**config.mk**
```make
export PLATFORM = sky130hd
export DESIGN_NAME = adam
export DESIGN_NICKNAME = d
export VERILOG_FILES = /design/src/common/adam_pkg.sv /design/src/common/adam_bus_if.sv /design/src/rtl/adam.sv /design/src/rtl/adam_pause_ctrl.sv /design/src/rtl/adam_periph_timer.sv /design/src/rtl/adam_periph_syscfg.sv /design/src/adam_fabric/adam_fabric.sv /design/src/adam_fabric/adam_arbiter.sv
export SDC_FILE = /design/constraint.sdc
export NUM_CORES = 1
export LEC_CHECK = 0
export BUFFER_PORTS_ARGS = -buffer_cell sky130_fd_sc_hd__buf_4
export CORE_ASPECT_RATIO = 0.9
export CORE_UTILIZATION = 45
export CTS_CLUSTER_DIAMETER = 30
export CTS_CLUSTER_SIZE = 24
export DETAILED_ROUTE_END_ITERATION = 8
export PLACE_DENSITY_LB_ADDON = 0.15
export SYNTH_ARGS = -nofsm -noshare
export SYNTH_HDL_FRONTEND = slang
export SYNTH_SLANG_ARGS = --single-unit
```
**constraint.sdc**
```tcl
create_clock -name clk -period 3.8 [get_ports clk]
set_clock_uncertainty 0.05 [all_clocks]
set_input_delay 0.19 -clock clk [delete_from_list [all_inputs] [get_ports clk]]
set_output_delay 0.19 -clock clk [all_outputs]
set_load 0.01 [all_outputs]
```
**src/common/adam_pkg.sv**
```systemverilog
// adam shared definitions
package adam_pkg;

    // bus widths
    typedef logic [11:0] addr_t;
    typedef logic [31:0] data_t;

    localparam int NO_MSTS = 2;

    // address map, one 256 byte window per slave
    localparam addr_t SYSCFG_BASE  = 12'h000;
    localparam addr_t TIMER_BASE   = 12'h100;
    localparam addr_t TIMER_STRIDE = 12'h100;
    localparam addr_t OFFSET_MASK  = 12'h0ff;

    // syscfg registers
    localparam addr_t SYSCFG_CTRL   = 12'h000;
    localparam addr_t SYSCFG_STATUS = 12'h004;

    // pause fields
    // ctrl holds soft resets from bit 0, pause bits from bit 8
    localparam int CTRL_PAUSE_LSB    = 8;
    localparam int STATUS_GLOBAL_ACK = 31;

    // timer registers
    localparam addr_t TIMER_COUNT   = 12'h000;
    localparam addr_t TIMER_CMP     = 12'h004;
    localparam addr_t TIMER_CTRL    = 12'h008;
    localparam addr_t TIMER_IRQ_CLR = 12'h00c;

endpackage
```
**src/common/adam_bus_if.sv**
```systemverilog
// register strobe bus
`timescale 1ns/1ns

interface adam_bus_if;

    logic            req;
    logic            we;
    adam_pkg::addr_t addr;
    adam_pkg::data_t wdata;
    logic            rvalid;
    adam_pkg::data_t rdata;

    modport master (
        output req, we, addr, wdata,
        input  rvalid, rdata
    );

    modport slave (
        input  req, we, addr, wdata,
        output rvalid, rdata
    );

endinterface

```
**src/rtl/adam.sv**
```systemverilog
// adam low-speed subsystem
`timescale 1ns/1ns

module adam #(
    parameter int NO_TIMERS   = 2,
    parameter int TIMER_WIDTH = 32
) (
    input  logic clk,
    input  logic rst,

    input  logic            cpu_req,
    input  logic            cpu_we,
    input  adam_pkg::addr_t cpu_addr,
    input  adam_pkg::data_t cpu_wdata,
    output logic            cpu_rvalid,
    output adam_pkg::data_t cpu_rdata,

    input  logic            dbg_req,
    input  logic            dbg_we,
    input  adam_pkg::addr_t dbg_addr,
    input  adam_pkg::data_t dbg_wdata,
    output logic            dbg_rvalid,
    output adam_pkg::data_t dbg_rdata,

    input  logic pause_req,
    output logic pause_ack,

    output logic [NO_TIMERS-1:0] irq
);

    adam_bus_if mst_bus   [adam_pkg::NO_MSTS] ();
    adam_bus_if syscfg_bus ();
    adam_bus_if timer_bus [NO_TIMERS] ();

    logic [NO_TIMERS-1:0] unit_rst;
    logic [NO_TIMERS-1:0] cfg_pause;
    logic [NO_TIMERS-1:0] unit_req;
    logic [NO_TIMERS-1:0] unit_ack;

    // master 0 is the cpu, master 1 the debug port
    assign mst_bus[0].req   = cpu_req;
    assign mst_bus[0].we    = cpu_we;
    assign mst_bus[0].addr  = cpu_addr;
    assign mst_bus[0].wdata = cpu_wdata;
    assign cpu_rvalid       = mst_bus[0].rvalid;
    assign cpu_rdata        = mst_bus[0].rdata;

    assign mst_bus[1].req   = dbg_req;
    assign mst_bus[1].we    = dbg_we;
    assign mst_bus[1].addr  = dbg_addr;
    assign mst_bus[1].wdata = dbg_wdata;
    assign dbg_rvalid       = mst_bus[1].rvalid;
    assign dbg_rdata        = mst_bus[1].rdata;

    adam_fabric #(
        .NO_TIMERS (NO_TIMERS)
    ) adam_fabric (
        .clk    (clk),
        .rst    (rst),
        .mst    (mst_bus),
        .syscfg (syscfg_bus),
        .timer  (timer_bus)
    );

    adam_periph_syscfg #(
        .NO_TIMERS (NO_TIMERS)
    ) adam_periph_syscfg (
        .clk        (clk),
        .rst        (rst),
        .slv        (syscfg_bus),
        .unit_rst   (unit_rst),
        .unit_pause (cfg_pause),
        .unit_ack   (unit_ack),
        .global_ack (pause_ack)
    );

    adam_pause_ctrl #(
        .NO_TIMERS (NO_TIMERS)
    ) adam_pause_ctrl (
        .clk        (clk),
        .rst        (rst),
        .global_req (pause_req),
        .global_ack (pause_ack),
        .cfg_pause  (cfg_pause),
        .unit_req   (unit_req),
        .unit_ack   (unit_ack)
    );

    for (genvar i = 0; i < NO_TIMERS; i++) begin : g_timer
        logic timer_rst;

        // soft reset on top of the global one
        assign timer_rst = rst || unit_rst[i];

        adam_periph_timer #(
            .TIMER_WIDTH (TIMER_WIDTH)
        ) adam_periph_timer (
            .clk       (clk),
            .rst       (timer_rst),
            .slv       (timer_bus[i]),
            .pause_req (unit_req[i]),
            .pause_ack (unit_ack[i]),
            .irq       (irq[i])
        );
    end

endmodule

```
**src/rtl/adam_pause_ctrl.sv**
```systemverilog
// pause request merge
`timescale 1ns/1ns

module adam_pause_ctrl #(
    parameter int NO_TIMERS = 2
) (
    input  logic clk,
    input  logic rst,

    input  logic global_req,
    output logic global_ack,

    input  logic [NO_TIMERS-1:0] cfg_pause,
    output logic [NO_TIMERS-1:0] unit_req,
    input  logic [NO_TIMERS-1:0] unit_ack
);

    logic ack_q;

    // global request reaches every unit
    assign unit_req = cfg_pause | {NO_TIMERS{global_req}};

    always_ff @(posedge clk) begin
        if (rst) begin
            ack_q <= 1'b0;
        end else begin
            ack_q <= global_req && (&unit_ack);
        end
    end

    // drops with the request
    assign global_ack = ack_q && global_req;

endmodule

```
**src/rtl/adam_periph_timer.sv**
```systemverilog
// pausable compare timer
`timescale 1ns/1ns

module adam_periph_timer #(
    parameter int TIMER_WIDTH = 32
) (
    input  logic clk,
    input  logic rst,

    adam_bus_if.slave slv,

    input  logic pause_req,
    output logic pause_ack,
    output logic irq
);

    logic [TIMER_WIDTH-1:0] count;
    logic [TIMER_WIDTH-1:0] cmp;
    logic                   en;
    logic                   ack_q;
    logic                   wr;
    logic                   running;
    adam_pkg::data_t        rd_val;

    assign wr      = slv.req && slv.we;
    assign running = en && !pause_req;

    // ack held only while the request stays up
    assign pause_ack = ack_q && pause_req;

    always_comb begin
        case (slv.addr)
            adam_pkg::TIMER_COUNT:   rd_val = adam_pkg::data_t'(count);
            adam_pkg::TIMER_CMP:     rd_val = adam_pkg::data_t'(cmp);
            adam_pkg::TIMER_CTRL:    rd_val = {31'b0, en};
            adam_pkg::TIMER_IRQ_CLR: rd_val = {31'b0, irq};
            default:                 rd_val = '0;
        endcase
    end

    always_ff @(posedge clk) begin
        if (rst) begin
            count      <= '0;
            cmp        <= '0;
            en         <= 1'b0;
            irq        <= 1'b0;
            ack_q      <= 1'b0;
            slv.rvalid <= 1'b0;
            slv.rdata  <= '0;
        end else begin
            ack_q      <= pause_req;
            slv.rvalid <= slv.req;
            slv.rdata  <= (slv.req && !slv.we) ? rd_val : '0;

            if (wr && slv.addr == adam_pkg::TIMER_COUNT) begin
                count <= slv.wdata[TIMER_WIDTH-1:0];
            end else if (running) begin
                count <= count + 1'b1;
            end
            if (wr && slv.addr == adam_pkg::TIMER_CMP) begin
                cmp <= slv.wdata[TIMER_WIDTH-1:0];
            end
            if (wr && slv.addr == adam_pkg::TIMER_CTRL) begin
                en <= slv.wdata[0];
            end

            // sticky, a new match beats a clear
            if (running && count == cmp) begin
                irq <= 1'b1;
            end else if (wr && slv.addr == adam_pkg::TIMER_IRQ_CLR) begin
                irq <= 1'b0;
            end
        end
    end

endmodule

```
**src/rtl/adam_periph_syscfg.sv**
```systemverilog
// system configuration registers
`timescale 1ns/1ns

module adam_periph_syscfg #(
    parameter int NO_TIMERS = 2
) (
    input  logic clk,
    input  logic rst,

    adam_bus_if.slave slv,

    output logic [NO_TIMERS-1:0] unit_rst,
    output logic [NO_TIMERS-1:0] unit_pause,
    input  logic [NO_TIMERS-1:0] unit_ack,
    input  logic                 global_ack
);

    adam_pkg::data_t ctrl;
    adam_pkg::data_t status;
    adam_pkg::data_t rd_val;
    logic            wr;

    assign wr = slv.req && slv.we;

    // soft resets and pause bits straight from ctrl
    assign unit_rst   = ctrl[NO_TIMERS-1:0];
    assign unit_pause = ctrl[adam_pkg::CTRL_PAUSE_LSB +: NO_TIMERS];

    // live acknowledges
    always_comb begin
        status = '0;
        status[NO_TIMERS-1:0] = unit_ack;
        status[adam_pkg::STATUS_GLOBAL_ACK] = global_ack;
    end

    always_comb begin
        case (slv.addr)
            adam_pkg::SYSCFG_CTRL: begin
                rd_val = ctrl;
            end
            adam_pkg::SYSCFG_STATUS: begin
                rd_val = status;
            end
            default: begin
                rd_val = '0;
            end
        endcase
    end

    always_ff @(posedge clk) begin
        if (rst) begin
            ctrl       <= '0;
            slv.rvalid <= 1'b0;
            slv.rdata  <= '0;
        end else begin
            if (wr && slv.addr == adam_pkg::SYSCFG_CTRL) begin
                ctrl <= slv.wdata;
            end
            slv.rvalid <= slv.req;
            // writes answer with zero data
            slv.rdata  <= (slv.req && !slv.we) ? rd_val : '0;
        end
    end

endmodule

```
**src/adam_fabric/adam_fabric.sv**
```systemverilog
// register bus fabric
`timescale 1ns/1ns

module adam_fabric #(
    parameter int NO_TIMERS = 2
) (
    input logic clk,
    input logic rst,

    adam_bus_if.slave  mst    [adam_pkg::NO_MSTS],
    adam_bus_if.master syscfg,
    adam_bus_if.master timer  [NO_TIMERS]
);

    adam_bus_if sel_bus ();

    logic                 grant_idx;
    logic                 rsp_idx;
    adam_pkg::addr_t      region;
    adam_pkg::addr_t      offset;
    logic                 syscfg_hit;
    logic [NO_TIMERS-1:0] tmr_hit;
    logic [NO_TIMERS-1:0] tmr_rvalid;
    adam_pkg::data_t      tmr_rdata [NO_TIMERS];
    adam_pkg::data_t      tmr_merged;
    logic                 unm_rvalid;

    adam_arbiter adam_arbiter (
        .clk       (clk),
        .rst       (rst),
        .mst       (mst),
        .sel       (sel_bus),
        .grant_idx (grant_idx)
    );

    // decode against the map
    assign region     = sel_bus.addr & ~adam_pkg::OFFSET_MASK;
    assign offset     = sel_bus.addr & adam_pkg::OFFSET_MASK;
    assign syscfg_hit = (region == adam_pkg::SYSCFG_BASE);

    assign syscfg.req   = sel_bus.req && syscfg_hit;
    assign syscfg.we    = sel_bus.we;
    assign syscfg.addr  = offset;
    assign syscfg.wdata = sel_bus.wdata;

    for (genvar i = 0; i < NO_TIMERS; i++) begin : g_timer
        localparam adam_pkg::addr_t BASE =
            adam_pkg::addr_t'(adam_pkg::TIMER_BASE + i * adam_pkg::TIMER_STRIDE);

        assign tmr_hit[i]     = (region == BASE);
        assign timer[i].req   = sel_bus.req && tmr_hit[i];
        assign timer[i].we    = sel_bus.we;
        assign timer[i].addr  = offset;
        assign timer[i].wdata = sel_bus.wdata;
        assign tmr_rvalid[i]  = timer[i].rvalid;
        assign tmr_rdata[i]   = timer[i].rdata;
    end

    always_comb begin
        tmr_merged = '0;
        for (int i = 0; i < NO_TIMERS; i++) begin
            if (tmr_rvalid[i]) begin
                tmr_merged = tmr_merged | tmr_rdata[i];
            end
        end
    end

    // unmapped space answers itself, response owner follows the strobe
    always_ff @(posedge clk) begin
        if (rst) begin
            unm_rvalid <= 1'b0;
            rsp_idx    <= 1'b0;
        end else begin
            unm_rvalid <= sel_bus.req && !syscfg_hit && !(|tmr_hit);
            rsp_idx    <= grant_idx;
        end
    end

    assign sel_bus.rvalid = syscfg.rvalid || (|tmr_rvalid) || unm_rvalid;
    assign sel_bus.rdata  = (syscfg.rvalid ? syscfg.rdata : '0) | tmr_merged;

    // steer back to the master that was granted
    for (genvar i = 0; i < adam_pkg::NO_MSTS; i++) begin : g_rsp
        assign mst[i].rvalid = sel_bus.rvalid && (rsp_idx == 1'(i));
        assign mst[i].rdata  = (rsp_idx == 1'(i)) ? sel_bus.rdata : '0;
    end

endmodule

```
**src/adam_fabric/adam_arbiter.sv**
```systemverilog
// round-robin bus arbiter
`timescale 1ns/1ns

module adam_arbiter (
    input  logic clk,
    input  logic rst,

    adam_bus_if.slave  mst [adam_pkg::NO_MSTS],
    adam_bus_if.master sel,

    output logic grant_idx
);

    localparam int N = adam_pkg::NO_MSTS;

    logic [N-1:0]    in_req;
    logic [N-1:0]    in_we;
    adam_pkg::addr_t in_addr   [N];
    adam_pkg::data_t in_wdata  [N];
    logic [N-1:0]    pend_vld;
    logic [N-1:0]    pend_we;
    adam_pkg::addr_t pend_addr [N];
    adam_pkg::data_t pend_wdata[N];
    logic [N-1:0]    eff_req;
    logic [N-1:0]    cur_we;
    adam_pkg::addr_t cur_addr  [N];
    adam_pkg::data_t cur_wdata [N];
    logic            last_idx;
    logic            win;
    logic            win_vld;

    for (genvar i = 0; i < N; i++) begin : g_in
        assign in_req[i]   = mst[i].req;
        assign in_we[i]    = mst[i].we;
        assign in_addr[i]  = mst[i].addr;
        assign in_wdata[i] = mst[i].wdata;

        // a slot holds the request until it wins
        assign eff_req[i]   = pend_vld[i] || in_req[i];
        assign cur_we[i]    = pend_vld[i] ? pend_we[i]    : in_we[i];
        assign cur_addr[i]  = pend_vld[i] ? pend_addr[i]  : in_addr[i];
        assign cur_wdata[i] = pend_vld[i] ? pend_wdata[i] : in_wdata[i];
    end

    // alternate when both ask
    always_comb begin
        win_vld = |eff_req;
        if (eff_req[0] && eff_req[1]) begin
            win = ~last_idx;
        end else begin
            win = eff_req[1];
        end
    end

    always_ff @(posedge clk) begin
        if (rst) begin
            pend_vld  <= '0;
            last_idx  <= 1'b1;
            sel.req   <= 1'b0;
            grant_idx <= 1'b0;
        end else begin
            for (int i = 0; i < N; i++) begin
                pend_vld[i] <= eff_req[i] && !(win_vld && win == 1'(i));
            end
            if (win_vld) begin
                last_idx <= win;
            end
            sel.req   <= win_vld;
            grant_idx <= win;
        end
    end

    // payload
    always_ff @(posedge clk) begin
        for (int i = 0; i < N; i++) begin
            pend_we[i]    <= cur_we[i];
            pend_addr[i]  <= cur_addr[i];
            pend_wdata[i] <= cur_wdata[i];
        end
        sel.we    <= cur_we[win];
        sel.addr  <= cur_addr[win];
        sel.wdata <= cur_wdata[win];
    end

endmodule

```
# ---- After elaboration in Yosys (flattened, before gate mapping)
# Memory sizes are Yosys's and may differ from the RTL's.
# Index checks and enable logic that the tools add are counted.
dict set report totals {
  regBits 320
  latchBits 0
  mem_bits_rw 88
  mem_bits_ro 0
  elab_cells 143
  memories 2
}
dict set report classes {
  n_addsub 2
  mul 0
  div 0
  magnitude_cmp 2
  eq_ne 7
  shift 0
  mux 31
  bitwise 10
  reduce_logical 61
}
# memory words width rd rd_ports_with_merged_regs wr line_no
set mem_list {}
lappend mem_list {adam_fabric.adam_arbiter.pend_wdata 2 32 2 0 2 adam_arbiter.sv:23} ;# adam_pkg::data_t pend_wdata[N];
lappend mem_list {adam_fabric.adam_arbiter.pend_addr 2 12 2 0 2 adam_arbiter.sv:22} ;# adam_pkg::addr_t pend_addr [N];
# op n
set ops {}
lappend ops {{$mux 32} 14}
lappend ops {{$pmux 32 s4} 2}
lappend ops {{$add 32x1->32 const B} 2}
lappend ops {{$eq 32x32->1} 2}
lappend ops {{$or 32x32->32} 2}
lappend ops {{$pmux 32 s2} 1}
lappend ops {{$mux 12} 5}
lappend ops {{$logic_and 1x1->1} 35}
lappend ops {{$logic_not 12->1} 2}
lappend ops {{$eq 8x4->1 const B} 2}
lappend ops {{$reduce_or 2->1} 6}
lappend ops {{$mux 1} 9}
lappend ops {{$eq 8x3->1 const B} 1}
lappend ops {{$reduce_bool 2->1} 4}
lappend ops {{$logic_not 1->1} 7}
lappend ops {{$logic_or 1x1->1} 6}
lappend ops {{$not 1->1} 6}
lappend ops {{$eq 4x1->1 const B} 1}
lappend ops {{$eq 4x2->1 const B} 1}
lappend ops {{$ge 2x2->1 const B} 1}
lappend ops {{$lt 1x2->1 const B} 1}
lappend ops {{$not 1->2} 1}
lappend ops {{$or 2x2->2} 1}
lappend ops {{$reduce_and 2->1} 1}

# ---- Depth between registers and ports, before layout
# Gate-level depths: netlist of the first run.
dict set report depth {
  ltp_word 7
  depth_mapped 8
}

# ---- Worst setup path after synthesis of the first run
# OpenSTA, ideal clock, no wires.
dict set report synth_timing {
  path_type {register -> register}
  start {reg adam_fabric.adam_arbiter.pend_vld[0]}
  end {reg adam_fabric.adam_arbiter.sel.addr[10]}
  t_arrival_ns 1.640
  required_ns 3.627
  path_slack_ns 1.987
  stages_incl_launch_ff 7
  path_buffers 2
  period_less_slack_ns 1.813
  cell_sequence {dfxtp_1 clkbuf_1 nor2_1 nor2b_1 nor2_2 buf_2 mux2_1}
}
dict set report synth_via {
  elab_chain_cells 7
  elab_cells_between_ends 8
}
# item line_no
set synth_lines {}
lappend synth_lines {{from (decl)} adam_arbiter.sv:20} ;# logic [N-1:0] pend_vld;
lappend synth_lines {{from (signal, indexed assignment)} adam_arbiter.sv:63} ;# pend_vld[i] <= eff_req[i] && !(win_vld && win == 1'(i));
lappend synth_lines {{$logic_or 1x1->1} adam_arbiter.sv:39} ;# assign eff_req[i] = pend_vld[i] || in_req[i];
lappend synth_lines {{$logic_and 1x1->1} adam_arbiter.sv:48} ;# if (eff_req[0] && eff_req[1]) begin
lappend synth_lines {{$mux 1} adam_arbiter.sv:48}
lappend synth_lines {{$not 1->2 (not written as such)} adam_arbiter.sv:81} ;# sel.addr <= cur_addr[win];
lappend synth_lines {{$mux 12 (not written as such) * (3 in a row)} adam_arbiter.sv:81}
lappend synth_lines {{to (signal assigned)} adam_arbiter.sv:81}
lappend synth_lines {{to (decl)} adam_bus_if.sv:14} ;# output req, we, addr, wdata,
# Mark *: on every way between the ends. The rest lies on a longest branch, timed or not. The select of a mux whose other input is x is not followed.
# A chain may end at the register's enable or synchronous reset.

# ---- Worst setup path after layout of the first run
dict set report layout_timing {
  start {reg adam_periph_syscfg.slv.rvalid}
  end {out cpu_rdata[15]}
}
dict set report layout_via {
  elab_chain_cells 3
}
# item line_no
set layout_lines {}
lappend layout_lines {{from (decl)} adam_bus_if.sv:20} ;# output rvalid, rdata
lappend layout_lines {{from (signal assigned)} adam_periph_syscfg.sv:59} ;# slv.rvalid <= slv.req;
lappend layout_lines {{$mux 32} adam_fabric.sv:80} ;# assign sel_bus.rdata = (syscfg.rvalid ? syscfg.rdata : '0) | tmr_merged;
lappend layout_lines {{$or 32x32->32} adam_fabric.sv:80}
lappend layout_lines {{$mux 32} adam_fabric.sv:85} ;# assign mst[i].rdata = (rsp_idx == 1'(i)) ? sel_bus.rdata : '0;
lappend layout_lines {{to (decl)} adam.sv:16} ;# output adam_pkg::data_t cpu_rdata,
# Every way passes these cells.

==> impl_metrics.env, run 1 <==
export IMPL_yosys_warnings=0
export IMPL_timing_fmax_mhz=375
export IMPL_min_path_cells=2
export IMPL_grt_pass1_vias=13300
export IMPL_ys_seq_area_frac=0.504
export IMPL_worstSkewPairLatency_ps=580
export IMPL_start_util=0.459
export IMPL_ys_ff_latch=408
export IMPL_wl_microns=48000
export IMPL_clk_path_buf_depth=3
export IMPL_dr_total_vias=13400
export IMPL_grtUsageTotal=0.260
export IMPL_worst_path_most_repeated_cell="buf_4"
export IMPL_finalWeightedCongestion=0.860
export IMPL_grt_start_max_net_pins=67
export IMPL_slew_violations=0
export IMPL_dpl_instance_area_sq_um=17700
export IMPL_reg2regPathDepth=5
export IMPL_gr_total_overflow=0
export IMPL_hp_start="rst"
export IMPL_grt_pass1_wl_microns=74900
export IMPL_finalCriticalPeriod_ps=2670
export IMPL_clk_pin_slew_ps=50
export IMPL_synth_area_sq_um=16200
export IMPL_muxShareOfSynthArea=0.0984
export IMPL_crit_path_cell_trace="buf_4 > a222oi_1 > nor2_1 > buf_4"
export IMPL_rows=65
export IMPL_syn_to_final_growth_pct=32.9
export IMPL_vias_per_cell=5.43
export IMPL_h_tree_depth=3
export IMPL_final_common_cell="dfxtp_1"
export IMPL_clock_sinks=408
export IMPL_slowest_stage="dfxtp_1"
export IMPL_worst_path_largest_cell_delay_ps=690
export IMPL_synthesis_nets=1809
export IMPL_synth_xor_area_share=0.0670
export IMPL_synth_simple_area_share=0.174
export IMPL_holdCritPathClass="primary input to register"
export IMPL_antenna_left=0
export IMPL_violations="DRC"
export IMPL_nFillCells=2894
export IMPL_power_density_nw_per_um2=578
export IMPL_r2r_end="g_timer[1].adam_periph_timer.count[30]"
export IMPL_fin_area_sq_um=21500
export IMPL_coreArea_sq_um=35300
export IMPL_fin_crit_sh=0.702
export IMPL_synthAdderAreaFrac=0.00154
export IMPL_die_y_microns=182
export IMPL_setup_viol=0
export IMPL_die_w_microns=202
export IMPL_critical_path_class="register to primary output"
export IMPL_cts_resized=0
export IMPL_synth_top_family_by_area="simple AND/OR/NAND/NOR gates"
export IMPL_endpoint_kind="primary output"
export IMPL_hpwl_microns=31200
export IMPL_slew_headroom=0.231
export IMPL_cts_tree="done"
export IMPL_drt_iter0_markers=1069
export IMPL_layout_common_cells="405 x dfxtp_1, 228 x nand2_1, 183 x buf_4, 146 x a21oi_1, 137 x nor2_1"
export IMPL_ys_types=51
export IMPL_firstDrtPassIters=9
export IMPL_drive_gt1_frac=0.221
export IMPL_synth_cells=1712
export IMPL_syn_avg_cell_area_sq_um=9.47
export IMPL_worst_ep_arrival_time_ps=2430
export IMPL_finalHoldViolCount=0
export IMPL_synth_compound_area_share=0.121
export IMPL_outcome="finished, violations left"
export IMPL_post_route_drc_count=2
export IMPL_wire_per_inst_microns=19.4
export IMPL_die_area_sq_um=36800
export IMPL_clockRootBuffer="clkbuf_16"
export IMPL_worstPathMaxFanout=25
export IMPL_final_setup_tns_ps=0
export IMPL_worst_ep_required_time_ps=3560
export IMPL_rsz0062_at_grt="no"
export IMPL_numPortBuffers=163
export IMPL_start_kind="register"
export IMPL_diodes=0
export IMPL_nNetsFinal=2040
export IMPL_ir_drop_mv=0.466
export IMPL_numCtsBuffers=82
export IMPL_leakagePower_nw=7.95
export IMPL_r2r_start="adam_fabric.adam_arbiter.sel.addr[7]"
export IMPL_tightestPinTransition_ps=1150
export IMPL_ios=164
export IMPL_antenna_found_initial=0
export IMPL_hold_end="adam_fabric.rsp_idx"
export IMPL_r2r_slack_ps=1210
export IMPL_maxCapViolations=0
## Yosys cell counts, drive strengths merged
cell / instances / share of area
a211o: 1 / 0.00054
a211oi: 18 / 0.0083
a21oi: 146 / 0.045
a222oi: 32 / 0.020
a22oi: 64 / 0.030
a31oi: 2 / 0.00077
and2: 34 / 0.013
and3: 7 / 0.0027
and4: 11 / 0.0059
and4b: 2 / 0.0012
and4bb: 1 / 0.00077
buf: 29 / 0.0089
clkbuf: 101 / 0.023
dfxtp: 408 / 0.50
ha: 2 / 0.0015
inv: 7 / 0.0016
mux2: 136 / 0.094
mux2i: 4 / 0.0025
mux4: 1 / 0.0014
nand2: 230 / 0.053
nand2b: 1 / 0.00039
nand3: 21 / 0.0065
nand3b: 2 / 0.00093
nand4: 30 / 0.012
nand4b: 1 / 0.00054
nand4bb: 1 / 0.00069
nor2: 142 / 0.033
nor2b: 36 / 0.014
nor3: 16 / 0.0056
nor3b: 7 / 0.0036
nor4: 31 / 0.014
nor4b: 3 / 0.0024
o211ai: 3 / 0.0014
o21ai: 50 / 0.015
or2: 3 / 0.0012
or3: 3 / 0.0012
or3b: 1 / 0.00054
or4: 1 / 0.00069
xnor2: 68 / 0.037
xor2: 56 / 0.030
## power by group
part	total [mW]	switching (mW)	internal (mW)
combinational	0.439	0.181	0.259
clock	7.41	2.31	5.10
sequential	4.60	0.173	4.43
## stage by stage
step	power (mW)	setup WS [ps]	util	instances	hold slack, ps
5_1_grt	12.8	954	0.610	2477	75.6
6_report	12.5	1130	0.610	2477	43.4
3_5_place_dp	5.03	1200	0.502	2235	377
2_1_floorplan	4.80	1990	-	1712	276
3_3_place_gp	5.02	1290	0.502	2235	379
4_1_cts	12.5	1120	0.610	2477	36.4
## critical path: cells and delay by family, from the launching register on
kind	cells	cell delay [ps]
compound gates	1	510
buf+inv	2	550
simple gates	1	90
flops	1	690
## sequential cells by signal, summed over array words and instances (netlist names), 2 cells and up
signal	count
g_timer.adam_periph_timer.slv.rvalid	2
adam_fabric.adam_arbiter.pend_we	2
adam_periph_syscfg.slv.rdata	32
adam_fabric.adam_arbiter.pend_vld	2
g_timer.adam_periph_timer.cmp	64
g_timer.adam_periph_timer.count	64
g_timer.adam_periph_timer.irq	2
adam_periph_syscfg.ctrl	32
adam_fabric.adam_arbiter.sel.wdata	32
adam_fabric.adam_arbiter.pend_addr	24
g_timer.adam_periph_timer.slv.rdata	64
adam_fabric.adam_arbiter.sel.addr	12
adam_fabric.adam_arbiter.pend_wdata	64
g_timer.adam_periph_timer.ack_q	2
g_timer.adam_periph_timer.en	2
## logic make-up after synthesis
kind of cell    count (synthesis)
fa+ha+maj                       2
simple gates                  584
buf+inv                       137
compound gates                316
flops                         408
xor+xnor                      124
mux                           141
## worst max path at each step
stage | start | end | slack [ps] | cells after the start
floorplan | adam_fabric.adam_arbiter.pend_vld[0] | adam_fabric.adam_arbiter.sel.addr[10] | 1990 | 6
global placement | adam_fabric.adam_arbiter.sel.addr[7] | g_timer[1].adam_periph_timer.count[30] | 1290 | 5
CTS | adam_periph_syscfg.slv.rvalid | cpu_rdata[15] | 1120 | 4
finish | adam_periph_syscfg.slv.rvalid | cpu_rdata[15] | 1130 | 4
global route | adam_fabric.adam_arbiter.sel.addr[7] | g_timer[1].adam_periph_timer.count[30] | 950 | 5
detailed placement | adam_fabric.adam_arbiter.sel.addr[7] | g_timer[1].adam_periph_timer.count[30] | 1200 | 5
## cell type report
cell class / instances / area [sq um] / area share
Clock buffer: 105 / 2310 / 0.107
Clock inverter: 44 / 591 / 0.0274
Inverter: 7 / 26.3 / 0.00122
Multi-Input combinational cell: 1167 / 7520 / 0.349
Sequential cell: 408 / 8170 / 0.379
Tap cell: 469 / 587 / 0.0272
Timing Repair Buffer: 277 / 2320 / 0.108
## layer usage
layer	GRT usage	vias to the layer above	share of wire
met2	0.414	447	0.46
met4	0.0848	0	0.022
met1	0.354	6460	0.46
li1	-	6455	-
met3	0.0474	82	0.063
met5	0	-	0
## timing repair
item	CTS	global route
setup buffers	0	0
hold buffers	93	0
hold endpoints to repair	142	0
(Power assumes the default switching activity.)
==> run 2, diff against run 1 <==
clock period = 2.5 ns   (was 3.8 ns; I/O delays follow)
==> impl_metrics.env, run 2 (same netlist as run 1, synthesis figures left out) <==
export IMPL_coreArea_sq_um=35300
export IMPL_critical_path_class="register to primary output"
export IMPL_outcome="finished, final reports clean"
export IMPL_finalWeightedCongestion=0.871
export IMPL_gr_total_overflow=0
export IMPL_holdCritPathClass="primary input to register"
export IMPL_finalHoldViolCount=0
export IMPL_timing_fmax_mhz=440
export IMPL_rows=65
export IMPL_start_util=0.459
export IMPL_grt_pass1_vias=13300
export IMPL_die_w_microns=202
export IMPL_numPortBuffers=163
export IMPL_maxCapViolations=0
export IMPL_syn_to_final_growth_pct=34.5
export IMPL_nNetsFinal=2069
export IMPL_cts_tree="done"
export IMPL_nFillCells=2944
export IMPL_wl_microns=49300
export IMPL_antenna_left=0
export IMPL_ir_drop_mv=0.618
export IMPL_worst_ep_required_time_ps=2330
export IMPL_worst_ep_arrival_time_ps=2100
export IMPL_grt_start_max_net_pins=66
export IMPL_slew_violations=0
export IMPL_post_route_drc_count=0
export IMPL_dr_total_vias=13700
export IMPL_clockRootBuffer="clkbuf_16"
export IMPL_grt_pass1_wl_microns=75600
export IMPL_tightestPinTransition_ps=677
export IMPL_drt_iter0_markers=1160
export IMPL_rsz0062_at_grt="no"
export IMPL_worstPathMaxFanout=20
export IMPL_h_tree_depth=3
export IMPL_diodes=0
export IMPL_antenna_found_initial=0
export IMPL_numCtsBuffers=81
export IMPL_start_kind="register"
export IMPL_clk_pin_slew_ps=50
export IMPL_drive_gt1_frac=0.234
export IMPL_hpwl_microns=32200
export IMPL_clock_sinks=408
export IMPL_leakagePower_nw=8.13
export IMPL_layout_common_cells="402 x dfxtp_1, 228 x nand2_1, 206 x buf_4, 146 x a21oi_1, 138 x nor2_1"
export IMPL_fin_crit_sh=0.910
export IMPL_grtUsageTotal=0.265
export IMPL_die_area_sq_um=36800
export IMPL_vias_per_cell=5.48
export IMPL_finalCriticalPeriod_ps=2280
export IMPL_final_common_cell="dfxtp_1"
export IMPL_ios=164
export IMPL_setup_viol=0
export IMPL_worstSkewPairLatency_ps=570
export IMPL_power_total_mw=18.8
export IMPL_die_y_microns=182
export IMPL_endpoint_kind="primary output"
export IMPL_slew_headroom=0.548
export IMPL_firstDrtPassIters=6
export IMPL_clk_path_buf_depth=3
export IMPL_final_setup_tns_ps=0
export IMPL_power_density_nw_per_um2=864
export IMPL_wire_per_inst_microns=19.7
## run 2: cell types whose count changed in the layout (fill, tap and decap cells not counted), moves of 2 or more
cell        change
bufinv_16       -3
inv_6           +5
nor2_4          -2
clkbuf_8        +7
dfxtp_1         -3
clkinvlp_4      -5
buf_4          +23
buf_12          +6
clkbuf_1        -3
dfxtp_2         +3
## run 2: final timing paths
check	start	end	slack, ps	cells past startpoint
setup / recovery	adam_periph_syscfg.slv.rvalid	dbg_rdata[24]	220	4
hold / removal	cpu_wdata[6]	adam_fabric.adam_arbiter.pend_wdata[0][6]	280	3
setup reg to reg	adam_fabric.adam_arbiter.sel.addr[7]	g_timer[1].adam_periph_timer.slv.rdata[23]	280	6
hold reg to reg	adam_periph_syscfg.ctrl[6]	adam_periph_syscfg.slv.rdata[6]	390	1
## run 2: stage by stage
stage	cells	hold WS [ps]	utilization	worst slack, ps	instance area, sq um
finish	2506	281	0.617	225	21800
floorplan	1712	211	-	687	16200
global route	2506	280	0.617	160	21800
global placement	2262	317	0.509	341	18000
detailed placement	2262	322	0.509	328	18000
CTS	2504	270	0.617	8.57	21800
## run 2: area by class of cell
cell class	instances	area (sq um)	share of cell area
Sequential cell	408	8180	0.375
Multi-Input combinational cell	1167	7510	0.345
Timing Repair Buffer	307	2630	0.121
Clock buffer	108	2370	0.109
Tap cell	469	587	0.0269
Clock inverter	40	490	0.0225
Inverter	7	26.3	0.00121
## run 2: report_power, final
group          internal (mW)  switching, mW
clock                   7.59           3.56
sequential              6.73          0.257
combinational          0.402          0.287
total                   14.7           4.11
## run 2: critical path, cell delays in order, from the launching register on
cell and delay (ps):
dfxtp_2 420, buf_4 270, a222oi_1 540, nor2b_1 120, buf_4 170
## run 2: per-layer routing
| metal | track usage | vias to the layer above | part of all wire |
|---|---|---|---|
| met4 | 0.100 | 0 | 0.028 |
| met2 | 0.427 | 516 | 0.46 |
| met3 | 0.0510 | 104 | 0.069 |
| met5 | 0 | - | 0 |
| li1 | - | 6505 | - |
| met1 | 0.350 | 6619 | 0.44 |
## run 2: what timing repair did
action	in CTS	in global routing
hold endpoints to repair	166	0
buffers inserted	0	2
endpoints found under the setup margin	0	7
hold buffers	94	0
resized for setup	0	3
==> run 3, diff against run 2 <==
BUFFER_PORTS_ARGS = unset   (was -buffer_cell sky130_fd_sc_hd__buf_4)
DONT_BUFFER_PORTS = 1   (was unset)
RECOVER_POWER = 50   (was unset)
clock period = 2.45 ns   (was 2.5 ns; I/O delays follow)
==> impl_metrics.env, run 3 (same netlist as run 1, synthesis figures left out) <==
export IMPL_fin_crit_sh=0.951
export IMPL_grt_start_max_net_pins=65
export IMPL_clk_pin_slew_ps=50
export IMPL_slew_violations=0
export IMPL_coreArea_sq_um=35300
export IMPL_ios=164
export IMPL_endpoint_kind="register"
export IMPL_dr_total_vias=13100
export IMPL_power_density_nw_per_um2=913
export IMPL_start_kind="register"
export IMPL_drive_gt1_frac=0.154
export IMPL_grt_pass1_wl_microns=75000
export IMPL_r2r_slack_ps=120
export IMPL_finalWeightedCongestion=0.977
export IMPL_layout_common_cells="406 x dfxtp_1, 229 x nand2_1, 146 x a21oi_1, 138 x nor2_1, 95 x dlygate4sd3_1"
export IMPL_diodes=0
export IMPL_die_y_microns=182
export IMPL_worstSkewPairLatency_ps=590
export IMPL_met1_usage=0.361
export IMPL_maxCapViolations=0
export IMPL_clock_sinks=408
export IMPL_worstPathMaxFanout=35
export IMPL_finalCriticalPeriod_ps=2330
export IMPL_outcome="finished, final reports clean"
export IMPL_die_area_sq_um=36800
export IMPL_hpwl_microns=32200
export IMPL_antenna_left=0
export IMPL_fin_cells=2353
export IMPL_antenna_found_initial=1
export IMPL_holdCritPathClass="primary input to register"
export IMPL_critical_path_class="register to register"
export IMPL_die_w_microns=202
export IMPL_start_util=0.459
export IMPL_ir_drop_mv=0.685
export IMPL_setup_viol=0
export IMPL_h_tree_depth=3
export IMPL_finalHoldViolCount=0
export IMPL_vias_per_cell=5.55
export IMPL_numPortBuffers=0
export IMPL_grt_pass1_vias=12700
export IMPL_firstDrtPassIters=7
export IMPL_numCtsBuffers=81
export IMPL_multi_input_area_sq_um=7510
export IMPL_drt_iter0_markers=1181
export IMPL_timing_fmax_mhz=429
export IMPL_slew_headroom=0.134
export IMPL_grtUsageMet2=0.411
export IMPL_rsz0062_at_grt="no"
export IMPL_nFillCells=3111
export IMPL_nNetsFinal=1917
export IMPL_syn_to_final_growth_pct=26.6
export IMPL_grtUsageTotal=0.266
export IMPL_cts_tree="done"
export IMPL_seq_area_sq_um=8170
export IMPL_rows=65
export IMPL_clockRootBuffer="clkbuf_16"
export IMPL_gr_total_overflow=0
export IMPL_wl_microns=49200
export IMPL_clk_path_buf_depth=3
export IMPL_final_common_cell="dfxtp_1"
export IMPL_place_inst=2110
export IMPL_worst_ep_arrival_time_ps=2760
export IMPL_tightestPinTransition_ps=1300
export IMPL_post_route_drc_count=0
export IMPL_leakagePower_nw=7.28
export IMPL_worst_ep_required_time_ps=2880
export IMPL_final_setup_tns_ps=0
export IMPL_grtUsageMet3=0.0642
export IMPL_wire_per_inst_microns=20.9
export IMPL_grt_busiest_layer="met2"
run 3: cell count changes in the layout (fill, tap and decap cells not counted), moves of 6 or more:
cell / change
o21ai_1: -32
mux2_2: -27
clkinvlp_4: +7
buf_4: -160
o21ai_0: +32
clkbuf_8: -8
mux2_1: +27
inv_6: +6
run 3: area by class of cell:
cell class | count | area share
inverters | 7 | 0.00128
multi-input cells | 1167 | 0.366
well taps | 469 | 0.0286
flip-flops and latches | 408 | 0.398
repair buffers | 155 | 0.0705
clock inverters | 51 | 0.0280
clock buffers | 96 | 0.108
run 3: worst max-delay path, stage by stage, from the launching register on:
cell and delay (ps):
dfxtp_1 320, nor4_4 470, nand2_1 370, nor3b_4 320, buf_12 290, a22oi_1 150, nor2_1 240
run 3: what timing repair did:
item,in CTS,in global routing
resized for setup,1,0
endpoints found under the setup margin,37,0
buffers inserted,0,0
hold buffers,96,0
endpoints found under the hold margin,236,0
run 3: routing by layer:
metal  up-vias  part of all wire
li1       6204                 -
met1      6271              0.45
met2       506              0.45
met3        81             0.078
met4         0             0.027
met5         -                 0
run 3: worst paths after layout:
check / from / to / cells after the start
max: adam_fabric.adam_arbiter.sel.addr[7] / g_timer[1].adam_periph_timer.slv.rdata[15] / 6
min: rst / g_timer[0].adam_periph_timer.cmp[1] / 2
max reg2reg: adam_fabric.adam_arbiter.sel.addr[7] / g_timer[1].adam_periph_timer.slv.rdata[15] / 6
min reg2reg: adam_fabric.adam_arbiter.last_idx / adam_fabric.adam_arbiter.pend_vld[0] / 1
run 3: report_power, final:
group / internal, mW / switching (mW) / total (mW)
sequential: 6.86 / 0.263 / 7.12
combinational: 0.308 / 0.262 / 0.570
clock: 7.33 / 3.71 / 11.0
total: 14.5 / 4.24 / 18.7
run 3: per-stage QoR:
stage	hold WS, ps	power (mW)	area, sq um	worst slack, ps	utilization
6_report	60.5	18.7	20500	120	0.581
5_1_grt	58.9	19.3	20500	32.9	0.581
4_1_cts	54.1	18.8	20600	157	0.583
3_5_place_dp	149	7.68	16800	196	0.477
2_1_floorplan	208	7.44	16200	637	-
3_3_place_gp	150	7.67	16800	175	0.477
